==> src/hdl/led_panel_consts.svh <==
// --------------------------------------------------
// LED panel and pad constants
// --------------------------------------------------
`ifndef LED_PANEL_CONSTS_SVH
`define LED_PANEL_CONSTS_SVH

// panel geometry
`define PANEL_COLS 64
`define PANEL_ROWS 64
`define SCAN_ROWS 32  // two rows driven at once
`define COLOR_W 4

// scan phases after the last column, in clocks
`define LATCH_CYCLES 4
`define OE_CYCLES 8
`define ROW_GAP_CYCLES 6

// pad serial link, in clocks
`define SPI_HALF_CYCLES 101
`define SPI_BYTE_GAP 1001
`define SPI_IDLE_CYCLES 5001
`define SPI_BYTES 5  // 0x01 0x42 then three reads

`endif
==> src/hdl/led_panel_pkg.sv <==
// --------------------------------------------------
// LED panel types
// --------------------------------------------------
`default_nettype none
`include "led_panel_consts.svh"

package led_panel_pkg;

	typedef logic [5:0] col_t;
	typedef logic [4:0] row_t;
	typedef logic [`COLOR_W-1:0] color_t;

	// one host pixel write
	typedef struct packed {
		logic       valid;
		logic [5:0] y;
		logic [5:0] x;
		color_t     color;
	} pix_write_t;

	typedef struct packed {
		row_t row;
		col_t col;
	} scan_pos_t;

	typedef struct packed {
		color_t top;
		color_t bottom;  // row + 32
	} pixel_pair_t;

	typedef enum logic [2:0] {
		FETCH, DATAWAIT, SHIFT_HI, SHIFT_LO, LATCH, DISPLAY, ROW_GAP
	} scan_state_t;

	typedef enum logic [1:0] {IDLE, BIT_LO, BIT_HI, BYTE_GAP} spi_state_t;

endpackage

`default_nettype wire

==> src/hdl/row_scanner.sv <==
// --------------------------------------------------
// HUB75 row scanner
// --------------------------------------------------
`timescale 1ns/10ps
`default_nettype none
`include "led_panel_consts.svh"

module row_scanner
	import led_panel_pkg::*;
(
	input  wire        clk,
	input  wire        rst,
	output logic       rd_en,
	output scan_pos_t  scan_pos,
	output row_t       row_addr,
	output col_t       col_addr,
	output logic       display_clk,
	output logic       latch,
	output logic       display_oe
);

	scan_state_t state;
	scan_state_t state_n;
	logic [3:0]  phase_cnt;  // latch, display and gap lengths
	logic        row_done;

	always_comb begin
		state_n = state;
		case (state)
			FETCH:    state_n = DATAWAIT;
			DATAWAIT: state_n = SHIFT_HI;  // memory has two cycles latency
			SHIFT_HI: state_n = SHIFT_LO;
			SHIFT_LO: begin
				if (col_addr == col_t'(`PANEL_COLS - 1))
					state_n = LATCH;
				else
					state_n = FETCH;
			end
			LATCH: begin
				if (phase_cnt == 4'(`LATCH_CYCLES - 1))
					state_n = DISPLAY;
			end
			DISPLAY: begin
				if (phase_cnt == 4'(`OE_CYCLES - 1))
					state_n = ROW_GAP;
			end
			ROW_GAP: begin
				if (phase_cnt == 4'(`ROW_GAP_CYCLES - 1))
					state_n = FETCH;
			end
			default: state_n = FETCH;
		endcase
	end

	assign row_done = (state == ROW_GAP) && (state_n == FETCH);

	// read request goes out during FETCH
	assign rd_en = (state == FETCH);
	assign scan_pos = {row_addr, col_addr};

	always_ff @(posedge clk or posedge rst) begin
		if (rst) begin
			state <= FETCH;
			phase_cnt <= '0;
		end else begin
			state <= state_n;
			if (state_n != state)
				phase_cnt <= '0;
			else
				phase_cnt <= phase_cnt + 4'd1;
		end
	end

	always_ff @(posedge clk or posedge rst) begin
		if (rst) begin
			col_addr <= '0;
			row_addr <= '0;
		end else begin
			if (state == SHIFT_LO)
				col_addr <= col_addr + 1'b1;  // 63 wraps to 0
			if (row_done) begin
				if (row_addr == row_t'(`SCAN_ROWS - 1))
					row_addr <= '0;
				else
					row_addr <= row_addr + 1'b1;
			end
		end
	end

	// panel pins follow the next state so they line up with state
	always_ff @(posedge clk or posedge rst) begin
		if (rst) begin
			display_clk <= 1'b0;
			latch <= 1'b0;
			display_oe <= 1'b1;
		end else begin
			display_clk <= (state_n == SHIFT_HI);
			latch <= (state_n == LATCH);
			display_oe <= (state_n != DISPLAY);  // active low
		end
	end

endmodule

`default_nettype wire

==> config.mk <==
export PLATFORM = sky130hd
export DESIGN_NAME = row_scanner
export DESIGN_NICKNAME = d
export VERILOG_FILES = /design/src/hdl/led_panel_pkg.sv /design/src/hdl/row_scanner.sv
export VERILOG_INCLUDE_DIRS = /design/src /design/src/hdl
export SDC_FILE = /design/constraint.sdc
export NUM_CORES = 1
export LEC_CHECK = 0
export ABC_AREA = 1
export BUFFER_PORTS_ARGS = -buffer_cell sky130_fd_sc_hd__buf_2
export CAP_MARGIN = 20
export CORE_ASPECT_RATIO = 1.25
export CORE_MARGIN = 5
export CORE_UTILIZATION = 40
export DETAILED_ROUTE_END_ITERATION = 6
export PLACE_DENSITY = 0.72
export SLEW_MARGIN = 20
export SYNTH_ARGS = -nofsm -noshare
export SYNTH_HDL_FRONTEND = slang
export SYNTH_SLANG_ARGS = --single-unit
==> constraint.sdc <==
create_clock -name clk -period 1.5 [get_ports clk]
set_clock_uncertainty 0.1 [all_clocks]
set_input_delay 0.3 -clock clk [delete_from_list [all_inputs] [get_ports clk]]
set_output_delay 0.3 -clock clk [all_outputs]
set_load 0.05 [all_outputs]
Yosys cells after proc, flatten, opt, wreduce, memory -nomap -nowiden
Cells that the tools add are included.
Widths: inputs -> output; s select.

cells by class
  add/sub/neg operators = 3
  equal/unequal tests = 15
  multiplexer cells = 7
  reduce and logical (&&, ||, !) cells = 3

operators with widths
  operator             count
  $pmux 3 s7           1
  $eq 3x3->1 const B   4
  $mux 3               4
  $eq 3x2->1 const B   3
  $eq 4x3->1 const B   2
  $add 6x1->6 const B  1
  $eq 6x6->1 const B   1
  $logic_not 3->1      2
  $add 5x1->5 const B  1
  $eq 5x5->1 const B   1
  $mux 5               1
  $add 4x1->4 const B  1
  $eq 4x2->1 const B   1
  $mux 4               1
  $eq 3x1->1 const B   1
  $ne 3x3->1           1
  $ne 3x3->1 const B   1
  $logic_and 1x1->1    1

storage, ports and cells
  register bits = 21
  output and inout bits = 26

Logic depth before layout (Yosys ltp)
  depth in word-level cells = 5
  depth in mapped cells = 8
  gate-level depth less buffers = 8

Least setup slack after synthesis
Ideal clock, no wire load.

  path type = reg-to-output
  start point = register state[2]
  end point = output port rd_en
  data arrival time = 1.594 ns
  data required time = 1.100 ns
  path slack = -0.494 ns
  cell stages (with the launch flop) = 3
  path buffers = 1
  cells stage by stage = dfrtp_1 > buf_4 > nor3_1

on the way
  word-level cells in the longest chain between the ends = 1

ends and longest elaborated chain
  what                    line               RTL
  start, declared         row_scanner.sv:22  scan_state_t state;
  start signal, assigned  row_scanner.sv:66  state <= state_n;
  $logic_not 3->1         row_scanner.sv:58  assign rd_en = (state == FETCH);
  end, declared           row_scanner.sv:13  output logic rd_en,

No other way between the ends.

Worst setup path after layout
Same ends and word-level chain as after synthesis.

==> metrics.md <==
| Metric | Value |
|---|---|
| Dominant cell type by area after synthesis | `dfrtp_1` |
| Cell internal pwr | `slightly below 700 uW` |
| Failing checks | `setup timing` |
| Cell with the most instances after synthesis | `nand2_1` |
| Combinational power share | `between 2 and 2.5%` |
| Net Switching | `186 uW` |
| Hold Vio Cnt, Final | `0` |
| Sequential Power Share | `65.9%` |
| Part of the power in the clock network | `31.8%` |
| Buffers on Ports | `27` |
| Post-Synthesis Cells | `roughly 130` |
| Share of Yosys cell area claimed by the top area cell type | `41.5%` |
| Largest net degree at the start of global routing | `17` |
| Initial DRT Pass Iterations | `4` |
| H-tree Lvls | `1` |
| Synth warn | `0` |
| WHS | `0.363 ns` |
| Final non-filler cell total | `194` |
| Final setup viols | `1` |
| Post-DRT Antenna Nets | `0` |
| Syn_area_per_cell | `9.06 um2` |
| Die X | `around 59 um` |
| Drt total wl | `2380 um` |
| CTS root buffer | `clkbuf_4` |
| Unique masters post-synth | `23` |
| Setup WS post-layout | `-0.0241 ns` |
| Prevailing post-synth register cell | `dfrtp_1` |
| Drt drc | `0` |
| Antenna violations before repair | `0` |
| Ports | `28` |
| PwrDens | `between 500 and 600 nW/um2` |
| Detailed-route via count | `930` |
| Post-Syn Area | `1200 um2` |
| Register Area | `541 um2` |
| Sw frac | `21.6%` |
| P&R area growth vs syn | `20.9%` |
| Starting density of the core | `41.3%` |
| CTS buffer count | `3` |
| Ant. Diodes | `0` |
| Die area | `4220 um2` |
| #FFs+latches synth | `21` |
| Crit Path Category | `reg2out` |
| Worst vdd ir | `just under 0.4 mV` |
| RePlAce Congestion | `0.819` |
| Leakage | `a little under 0.7 nW` |
| Syn_nets | `140` |
| GR Overflow Total | `0` |
| DR iter-0 viols | `between 40 and 50` |
| RSZ-0062 raised after global routing | `true` |
| Top cells by count, synth | `22 x nand2_1, 20 x dfrtp_1, 13 x inv_1` |
| HPWL after detailed placement | `1810 um` |
| Number of global-route vias before repair | `887` |
| Clock slew at reported path FFs | `between 0.1 and 0.15 ns` |
| Req. time, crit path | `about 1.1 ns` |
| Die H | `roughly 71 um` |
| CP Capture Type | `primary output` |
| FMAX | `~0.66 GHz` |
| Worst path arrival time | `1.12 ns` |
| Setup TNS | `-0.0241 ns` |
| Multi-input logic area | `571 um2` |
| Clock sink count | `21` |
| Final min period | `around 1.5 ns` |
| Vias per cell | `4.79` |
| Slew Limit Fails | `0` |
| Ys async rst share | `100%` |
| Fillers | `291` |
| Worst-margin pin slew | `0.292 ns` |
| Max-cap violations | `0` |
| Max-slew headroom | `80.5%` |
| Crit-path max FO | `2` |
| All-layer global routing usage | `a little under an eighth` |
| Clock buffer depth | `2` |
| FP Rows | `22` |
| Fin crit share | `102%` |
| Skew-Pair Late Insertion Delay | `0.30 ns` |
| Global-route wire length before repair | `3720 um` |
| Final net count | `166` |
| Critical path launch point type | `flop` |
| Routed len/inst | `12.3 um` |
| Placed Cells | `between 150 and 200` |
| Post-synth EDFFs | `0` |
| Register area share after synthesis | `43.7%` |
| Share of cells above drive strength 1 | `50.0%` |
| TritonCTS clock tree | `done` |
| Synth area leaders | `dfrtp_1 42%, buf_4 7.5%, nand2_1 6.9%` |
| Core Area | `2920 um2` |
| Hold Crit Class | `in2async` |
| Run status | `complete, but fails checks` |
==> worst max-delay path, cell delays in order, from the launching register on <==
cell	delay (ns)
dfrtp_2	0.45
nor3_4	0.19
buf_6	0.18
==> metal layers <==
layer	up-vias	GRT usage, %	routed length [um]
met3	4	2.16	158
met1	444	12.1	911
met5	-	0	0
met4	0	5.29	36
met2	31	20.5	1270
li1	451	-	-
==> path summary, 6_finish.rpt <==
| path | cells after the start | startpoint | slack (ns) | endpoint |
|---|---|---|---|---|
| max | 2 | state[2]$_DFF_PP0_ | -0.02 | rd_en |
| min | 3 | rst | 0.36 | row_addr[4]$_DFFE_PP0P_ |
| max reg2reg | 9 | state[0]$_DFF_PP0_ | 0.02 | latch$_DFF_PP0_ |
| min reg2reg | 1 | col_addr[0]$_DFFE_PP0P_ | 0.42 | col_addr[0]$_DFFE_PP0P_ |
| max in group asynchronous | 4 | rst | 0.48 | display_oe$_DFF_PP1_ |
| min in group clk | 1 | col_addr[0]$_DFFE_PP0P_ | 0.42 | col_addr[0]$_DFFE_PP0P_ |
==> kinds of logic after synthesis <==
kind of cell | after synthesis | synth area share, %
AOI/OAI and AO/OA | 6 | 3.43
xor gates and xnor gates | 9 | 6.54
adders and majority gates | 5 | 5.19
buffers and inverters | 30 | 13.2
DFF | 21 | 43.7
and+or+nand+nor | 62 | 27.9
==> sequential cells by signal (all words and copies together) (netlist names) <==
signal and cells:
col_addr 6, display_clk 1, display_oe 1, latch 1, phase_cnt 4, row_addr 5
state 3
==> power groups by stage <==
stage	clock (mW)	sequential, mW	combinational (mW)
global route	0.315	0.566	0.0235
floorplan	0	0.577	0.00843
CTS	0.286	0.566	0.0211
global placement	0	0.577	0.0186
finish	0.273	0.566	0.0200
detailed placement	0	0.577	0.0191
==> what timing repair did <==
action	4_1_cts	5_1_grt
setup buffers	2	1
hold endpoints to repair	5	0
hold buffers	1	0
cloned	0	1
endpoints found under the setup margin	1	15
gates resized for setup	5	10
pin swaps	1	1
==> cells in the final DEF (no fill, tap or decap), types with 2 or more instances in the layout <==
master    count
buf_2        23
buf_4         3
clkbuf_4      6
clkinv_2      2
dfrtp_1       9
dfrtp_2      11
ha_1          2
ha_2          2
inv_1        11
inv_2         4
nand2_1      22
nand2_2       4
nand2_4       3
nand3_1       9
nand3_2       2
nor2_1        8
nor2_2        5
nor2_4        4
nor3_1        3
o21ai_1       4
xnor2_1       2
xor2_1        7
==> stage by stage <==
step                      instance area [um2]  util (%)  worst slack (ns)  power (mW)
after floorplan                          1240         -           0.00519       0.585
after global placement                   1350      46.4             0.114       0.595
final                                    1460      49.9           -0.0241       0.859
after detailed placement                 1350      46.4            0.0608       0.596
after global routing                     1460      49.9           -0.0680       0.905
after CTS                                1420      48.5           -0.0182       0.873
==> area by class of cell <==
type | instances | area share, %
Timing Repair Buffer | 32 | 13.8
Tap cell | 36 | 3.09
Inverter | 18 | 4.90
Sequential cell | 21 | 37.1
Clock buffer | 3 | 1.55
Multi-Input combinational cell | 83 | 39.2
Clock inverter | 1 | 0.344
Power figures use the tool's default switching activity.
