[src/hdl/led_panel_consts.svh]
// --------------------------------------------------
// LED panel and pad constants
// --------------------------------------------------
`ifndef LED_PANEL_CONSTS_SVH
`define LED_PANEL_CONSTS_SVH

// panel geometry
`define PANEL_COLS 64
`define PANEL_ROWS 64
`define SCAN_ROWS 32  // two rows driven at once
`define COLOR_W 4

// scan phases after the last column, in clocks
`define LATCH_CYCLES 4
`define OE_CYCLES 8
`define ROW_GAP_CYCLES 6

// pad serial link, in clocks
`define SPI_HALF_CYCLES 101
`define SPI_BYTE_GAP 1001
`define SPI_IDLE_CYCLES 5001
`define SPI_BYTES 5  // 0x01 0x42 then three reads

`endif
[src/hdl/led_panel_pkg.sv]
// --------------------------------------------------
// LED panel types
// --------------------------------------------------
`default_nettype none
`include "led_panel_consts.svh"

package led_panel_pkg;

	typedef logic [5:0] col_t;
	typedef logic [4:0] row_t;
	typedef logic [`COLOR_W-1:0] color_t;

	// one host pixel write
	typedef struct packed {
		logic       valid;
		logic [5:0] y;
		logic [5:0] x;
		color_t     color;
	} pix_write_t;

	typedef struct packed {
		row_t row;
		col_t col;
	} scan_pos_t;

	typedef struct packed {
		color_t top;
		color_t bottom;  // row + 32
	} pixel_pair_t;

	typedef enum logic [2:0] {
		FETCH, DATAWAIT, SHIFT_HI, SHIFT_LO, LATCH, DISPLAY, ROW_GAP
	} scan_state_t;

	typedef enum logic [1:0] {IDLE, BIT_LO, BIT_HI, BYTE_GAP} spi_state_t;

endpackage

`default_nettype wire

[src/hdl/pad_poller.sv]
// --------------------------------------------------
// Game pad serial poller
// --------------------------------------------------
`timescale 1ns/10ps
`default_nettype none
`include "led_panel_consts.svh"

module pad_poller
	import led_panel_pkg::*;
(
	input  wire         clk,
	input  wire         rst,
	output logic        spi_clk,
	output logic        cs_n,
	output logic        mosi,
	input  wire         miso,
	output logic [15:0] pad_buttons
);

	localparam int idle_w = $clog2(`SPI_IDLE_CYCLES);
	localparam int half_w = $clog2(`SPI_HALF_CYCLES);
	localparam int gap_w = $clog2(`SPI_BYTE_GAP);

	// byte 0 in the low bits, sent lsb first
	localparam logic [8*`SPI_BYTES-1:0] send_msg = 40'h00_0000_4201;

	spi_state_t        state;
	logic [idle_w-1:0] idle_cnt;
	logic [half_w-1:0] half_cnt;
	logic [gap_w-1:0]  gap_cnt;
	logic [2:0]        bit_cnt;
	logic [2:0]        byte_cnt;
	logic [7:0]        rx_shift;
	logic [7:0]        rx_b3;
	logic              half_done;
	logic              sample_now;
	logic              last_byte;

	assign half_done = (half_cnt == half_w'(`SPI_HALF_CYCLES - 1));
	assign sample_now = (state == BIT_HI) && (half_cnt == half_w'(`SPI_HALF_CYCLES - 2));
	assign last_byte = (byte_cnt == 3'(`SPI_BYTES - 1));

	// receive side, lsb first
	always_ff @(posedge clk) begin
		if (sample_now)
			rx_shift <= {miso, rx_shift[7:1]};
		if (state == BIT_HI && half_done && bit_cnt == 3'd7 && byte_cnt == 3'd3)
			rx_b3 <= rx_shift;
	end

	always_ff @(posedge clk or posedge rst) begin
		if (rst) begin
			state <= IDLE;
			cs_n <= 1'b1;
			spi_clk <= 1'b1;
			mosi <= 1'b0;
			idle_cnt <= '0;
			half_cnt <= '0;
			gap_cnt <= '0;
			bit_cnt <= '0;
			byte_cnt <= '0;
			pad_buttons <= '0;
		end else begin
			case (state)
				IDLE: begin
					if (idle_cnt == idle_w'(`SPI_IDLE_CYCLES - 1)) begin
						idle_cnt <= '0;
						cs_n <= 1'b0;
						spi_clk <= 1'b0;
						mosi <= send_msg[0];
						state <= BIT_LO;
					end else begin
						idle_cnt <= idle_cnt + 1'b1;
					end
				end
				BIT_LO: begin
					half_cnt <= half_done ? '0 : half_cnt + 1'b1;
					if (half_done) begin
						spi_clk <= 1'b1;
						state <= BIT_HI;
					end
				end
				BIT_HI: begin
					half_cnt <= half_done ? '0 : half_cnt + 1'b1;
					if (half_done && bit_cnt == 3'd7) begin
						bit_cnt <= '0;
						state <= BYTE_GAP;  // clock parked high, mosi held
					end else if (half_done) begin
						bit_cnt <= bit_cnt + 3'd1;
						spi_clk <= 1'b0;
						mosi <= send_msg[{byte_cnt, bit_cnt + 3'd1}];
						state <= BIT_LO;
					end
				end
				BYTE_GAP: begin
					if (gap_cnt == gap_w'(`SPI_BYTE_GAP - 1)) begin
						gap_cnt <= '0;
						if (last_byte) begin
							byte_cnt <= '0;
							cs_n <= 1'b1;
							mosi <= 1'b0;
							pad_buttons <= {rx_shift, rx_b3};  // byte 4 still in shifter
							state <= IDLE;
						end else begin
							byte_cnt <= byte_cnt + 3'd1;
							spi_clk <= 1'b0;
							mosi <= send_msg[{byte_cnt + 3'd1, 3'd0}];
							state <= BIT_LO;
						end
					end else begin
						gap_cnt <= gap_cnt + 1'b1;
					end
				end
				default: state <= IDLE;
			endcase
		end
	end

endmodule

`default_nettype wire

[config.mk]
export PLATFORM = sky130hd
export DESIGN_NAME = pad_poller
export DESIGN_NICKNAME = d
export VERILOG_FILES = /design/src/hdl/led_panel_pkg.sv /design/src/hdl/pad_poller.sv
export VERILOG_INCLUDE_DIRS = /design/src /design/src/hdl
export SDC_FILE = /design/constraint.sdc
export NUM_CORES = 1
export LEC_CHECK = 0
export BUFFER_PORTS_ARGS = -buffer_cell sky130_fd_sc_hd__buf_2
export CORE_ASPECT_RATIO = 1.4
export CORE_MARGIN = 8
export CORE_UTILIZATION = 67
export CTS_BUF_LIST = sky130_fd_sc_hd__clkbuf_4 sky130_fd_sc_hd__clkbuf_8
export CTS_CLUSTER_SIZE = 8
export DETAILED_ROUTE_END_ITERATION = 7
export GPL_TIMING_DRIVEN = 0
export PLACE_DENSITY = 0.95
export SYNTH_ARGS = -nofsm -noshare
export SYNTH_HDL_FRONTEND = slang
export SYNTH_SLANG_ARGS = --single-unit
[constraint.sdc]
create_clock -name clk -period 3.9 [get_ports clk]
set_input_delay 0.78 -clock clk [delete_from_list [all_inputs] [get_ports clk]]
set_output_delay 0.78 -clock clk [all_outputs]
set_load 0.02 [all_outputs]
; ---- Word level (Yosys, flattened, before mapping)
; Memory sizes are Yosys's and may differ from the RTL's.
; Index checks and enable logic that the tools add are counted.
[classes]
n_mux = 31
addsub = 5
eq_ne = 18
reduce_logical = 17
magnitude_cmp = 2
[ops]
columns = operator, n
row1 = $mux 1, 16
row2 = $eq 7x7->1 const B, 2
row3 = $lt 6x7->1 const B, 2
row4 = $ne 2x2->1 const B, 7
row5 = $add 13x1->13 const B, 1
row6 = $eq 13x13->1 const B, 1
row7 = $mux 13, 1
row8 = $add 10x1->10 const B, 1
row9 = $eq 10x10->1 const B, 1
row10 = $mux 10, 1
row11 = $mux 2, 5
row12 = $mux 3, 3
row13 = $pmux 2 s4, 1
row14 = $reduce_and 4->1, 2
row15 = $add 7x1->7 const B, 1
row16 = $mux 7, 1
row17 = $add 3x1->3 const B, 2
row18 = $eq 3x3->1 const B, 2
row19 = $reduce_and 6->1, 1
row20 = $logic_and 1x1->1, 5
row21 = $reduce_and 5->1, 1
row22 = $eq 2x2->1 const B, 2
row23 = $pmux 1 s4, 1
row24 = $reduce_and 2->1, 2
row25 = other kinds (10), 11
[word_totals]
reg_bits = 73
rom_bits = 72
in_bits = 3
elab_cells = 87
output_inout_bits = 19
n_memories = 2
[memory_table]
columns = memory, depth, word_bits, read_ports, rd_ports_with_merged_regs, wr, line
row1 = (no name shown), 64, 1, 1, 0, 0, pad_poller.sv:91  ; mosi <= send_msg[{byte_cnt, bit_cnt + 3'd1}];
row2 = (no name shown), 8, 1, 1, 0, 0, pad_poller.sv:107  ; mosi <= send_msg[{byte_cnt + 3'd1, 3'd0}];

; ---- Logic depth before layout (Yosys ltp)
[depth]
ltp_word = 6
depth_mapped = 8
mapped_depth_nobuf = 7

; ---- Worst setup path before layout
; Ideal clock, no wire load.
[synth_timing]
kind = register to register
startpoint = register gap_cnt[0]
endpoint = register pad_buttons[0]
arrival_time_ns = 1.906
path_slack_ns = 1.869
path_stages_with_launch = 7
n_path_buf = 1
t_required_ns = 3.775
period_less_slack_ns = 2.031
setup_time_ns = 0.125
cell_sequence = dfrtp_1 -> inv_1 -> ha_1 -> nand4b_1 -> nor4_2 -> buf_2 -> mux2_2
[synth_between]
elab_chain_cells = 2
[synth_rtl]
columns = element, line
row1 = "start, declared", pad_poller.sv:30  ; logic [gap_w-1:0] gap_cnt;
row2 = "start signal, assigned", pad_poller.sv:111  ; gap_cnt <= gap_cnt + 1'b1;
row3 = $eq 10x10->1, pad_poller.sv:96  ; if (gap_cnt == gap_w'(`SPI_BYTE_GAP - 1)) begin
row4 = $reduce_and 3->1 (no source line), n/a
row5 = "end signal, assigned", pad_poller.sv:102  ; pad_buttons <= {rx_shift, rx_b3};
row6 = "end, declared", pad_poller.sv:17  ; output logic [15:0] pad_buttons
; No other way between the ends.
; A chain may end at the register's enable or synchronous reset.

; ---- Worst setup path in the final report
[layout_timing]
startpoint = register state[0]
endpoint = register pad_buttons[2]
[layout_between]
elab_chain_cells = 2
[layout_rtl]
columns = element, line
row1 = "start, declared", pad_poller.sv:27  ; spi_state_t state;
row2 = "start signal, assigned", pad_poller.sv:53  ; state <= IDLE;
row3 = "start signal, assigned", pad_poller.sv:71  ; state <= BIT_LO;
row4 = "start signal, assigned", pad_poller.sv:80  ; state <= BIT_HI;
row5 = $eq 2x2->1, pad_poller.sv:64  ; case (state)
row6 = $reduce_and 3->1 (no source line), n/a
; No other way between the ends.

==> out/results.ini <==
[clock_tree]
cts_setup_buffers = 0
cts_tree = yes
clock-sinks = 73
cts-htree-levels = 3
cts-buffers-inserted = 9
clock_latency_ns = 0.36
cts-root-buf = clkbuf_8
hold_buffers = 0
clkSlewWorstSetupHoldPaths_ns = 0.09
ctsResizeCount = 0
cts_buffer_depth = 2

[critical_path]
cp_cell_sequence = ha_1 > nand3_1 > nor4_2 > buf_2 > mux2_2
crit_required_ns = 4.14
slowest_stage = nor4_2
arrival_ns = 2.76
cp_max_fo = 10
r2r_start = state[0]
cp_num_buf_inv = 1
worstSetupStartpoint = state[0]
crit_type = flip-flop to flip-flop
endpoint_kind = flip-flop
start_kind = flip-flop
max_stage_delay_ns = 0.66
cpLargestDelayFamily = simple AND/OR/NAND/NOR gates

[grt]
gr-usage-all-layers_pct = 20.77
grt_max_degree = 38
overflow = 0
antenna_found_initial = 0
grt_pass1_wl_microns = 12570
grt_pass1_vias = 2515

[timing]
min_period_ns = 2.516
skew_ns = 0.01342
hold_violations = 0
final.period_utilization_pct = 64.52
worst_pin_slew_ns = 0.8278
report.final.slew_viol_count = 0
setup_viol = 0
rsz0062_at_grt = no
relSlewSlack_pct = 44.36
fin_ws_ns = 1.384
final.setup.tns_ns = 0
max_freq_mhz = 397.4

[power_and_ir_drop]
p_comb_share_pct = 1.0
vdd_drop_max_v = 0.0002350
swShare_pct = 21.17
leakagePower_nw = 1.753
powerDensity_nw_per_um2 = 378.2
p_switching_uw = 308.9
p_seq_share_pct = 53.2
p_int_mw = 1.150
p_clk_share_pct = 45.8

[routing]
wl_microns = 7646
wl_per_cell_microns = 19.41
drt.antenna.violating_nets = 0
met3RoutedLength_microns = 412
vias_per_cell = 6.251
route.detailed.drc = 0
drt_iter0_markers = 302
met1_length_microns = 2888
highest_layer = met4
firstDrtPassIters = 5
met2_length_microns = 4211
vias = 2463

[logic_synthesis]
synth_top_area_cell = dfrtp_1
synth_edf_count = 16
yosys_warnings = 0
ys_types = 47
ys_dominant_reg_cell = dfrtp_1
yosys_register_bits = 73
synthesis.area_sq_um = 3428
synth_top_area_share_pct = 40.15
yosysSeqAreaShare_pct = 55.69
synth_nets = 314
netlist_instances = 290
syn_area_per_cell_sq_um = 11.82
async_reset_ff_share_pct = 78.08
synth.top_cells.by_area = dfrtp_1 (40%), edfxtp_1 (14%), ha_1 (7.7%), mux2_2 (5.6%), o21ai_0 (2.9%)

[floorplan]
io-pin-count = 22
die_w_microns = 76.46
die_area_sq_um = 7694
initial_core_util_pct = 67.99
core_area_sq_um = 5042
die-height_microns = 100.6
num_rows = 31

[placement]
dp_hpwl_microns = 5096
gp_congestion = 0.8318
port_buffers = 21
dp_slack_ns = 1.412

[layout]
n_antenna_cell = 0
finalNetCount = 347
drive_gt1_share_pct = 20.43
fill_cells = 279
area_growth_pct = 12.55

[flow_run]
maxCapViolCount = 0

[outcome]
outcome = finished, final reports clean

[worst_hold_path]
min_path_type = input port to asynchronous set/reset pin

[per-layer routing]
metal	up-vias	GRT usage (%)
li1	1107	-
met1	1245	22.53
met2	96	37.37
met3	15	5.179
met4	0	9.212
met5	-	0
[state kept, by name (all words and copies together) (netlist names)]
register	count
mosi	1
idle_cnt	13
spi_clk	1
rx_shift	8
cs_n	1
pad_buttons	16
byte_cnt	3
half_cnt	7
gap_cnt	10
rx_b3	8
bit_cnt	3
state	2
[Yosys cell counts, types with 2 or more instances]
cell type,n
mux2_2,17
nand3_1,11
edfxtp_1,16
o22ai_1,4
nor3_1,4
nand4b_1,3
o211ai_1,2
o21ai_0,20
nor4_1,2
and3_1,5
inv_1,19
mux2i_1,5
a21o_1,2
dfstp_2,2
xnor2_1,7
nand3b_1,2
nor2_1,10
nand4_1,11
or3_1,2
and4_1,2
nor2b_1,2
xor2_1,5
nand2_1,24
dfrtp_1,55
a21oi_1,9
ha_1,21
clkbuf_1,7
o41ai_1,2
[worst reg2reg max path, delay by kind of cell (launching register included)]
kind / cells / cell delay [ns]
and+or+nand+nor: 2 / 0.86
DFF: 1 / 0.47
buffers and inverters: 1 / 0.38
muxes: 1 / 0.38
adders and majority gates: 1 / 0.31
[cells by family after synthesis]
kind of cell / after synthesis / synth area share [%]
buffers and inverters: 28 / 3.212
AOI/OAI and AO/OA: 46 / 8.613
adders and majority gates: 21 / 7.664
and+or+nand+nor: 87 / 14.27
muxes: 23 / 7.482
DFF: 73 / 55.69
xor gates and xnor gates: 12 / 3.066
[path summary, 6_finish.rpt]
check,cells after the start,slack [ns],endpoint
max,5,1.38,pad_buttons[2]
max in group asynchronous,3,2.84,spi_clk
min,2,0.44,gap_cnt[9]
min in group clk,0,0.48,rx_shift[6]
min reg2reg,0,0.48,rx_shift[6]
max reg2reg,5,1.38,pad_buttons[2]
[area by class of cell]
| class | instances | area [sq um] | share of cell area [%] |
|---|---|---|---|
| buffer | 9 | 38.79 | 1.005 |
| clock buffer | 10 | 131.4 | 3.405 |
| clock inverter | 6 | 91.34 | 2.367 |
| inverter | 19 | 71.32 | 1.848 |
| multi-input combinational | 189 | 1409 | 36.51 |
| sequential | 73 | 1909 | 49.48 |
| tap | 66 | 82.58 | 2.140 |
| timing repair buffer | 22 | 125.1 | 3.243 |
[power groups by stage]
stage / clock (mW) / combinational (mW) / sequential [mW]
global placement: 0 / 0.0126 / 0.792
floorplan: 0 / 0.00861 / 0.792
global route: 0.699 / 0.0176 / 0.777
detailed placement: 0 / 0.0159 / 0.792
CTS: 0.668 / 0.0159 / 0.777
finish: 0.668 / 0.0149 / 0.777
[layout by cell type (no fill, tap or decap), drive strengths merged, types with 11 or more instances in the layout]
cell	n
buf	24
edfxtp	16
clkbuf	17
o21ai	20
mux2	18
ha	21
nand2	24
nand3	11
dfrtp	55
inv	21
nand4	12
[through the flow]
step / std cells / utilization [%] / total power [mW] / instance area [sq um] / hold slack (ns)
after detailed placement: 378 / 72.11 / 0.8081 / 3636 / 0.4608
final: 394 / 76.53 / 1.459 / 3859 / 0.4401
after global placement: 377 / 71.71 / 0.8049 / 3616 / 0.4321
after floorplan: 290 / - / 0.8009 / 3428 / 0.4204
after global routing: 394 / 76.53 / 1.493 / 3859 / 0.4688
after CTS: 394 / 76.53 / 1.460 / 3859 / 0.4562
(Power assumes the default switching activity.)
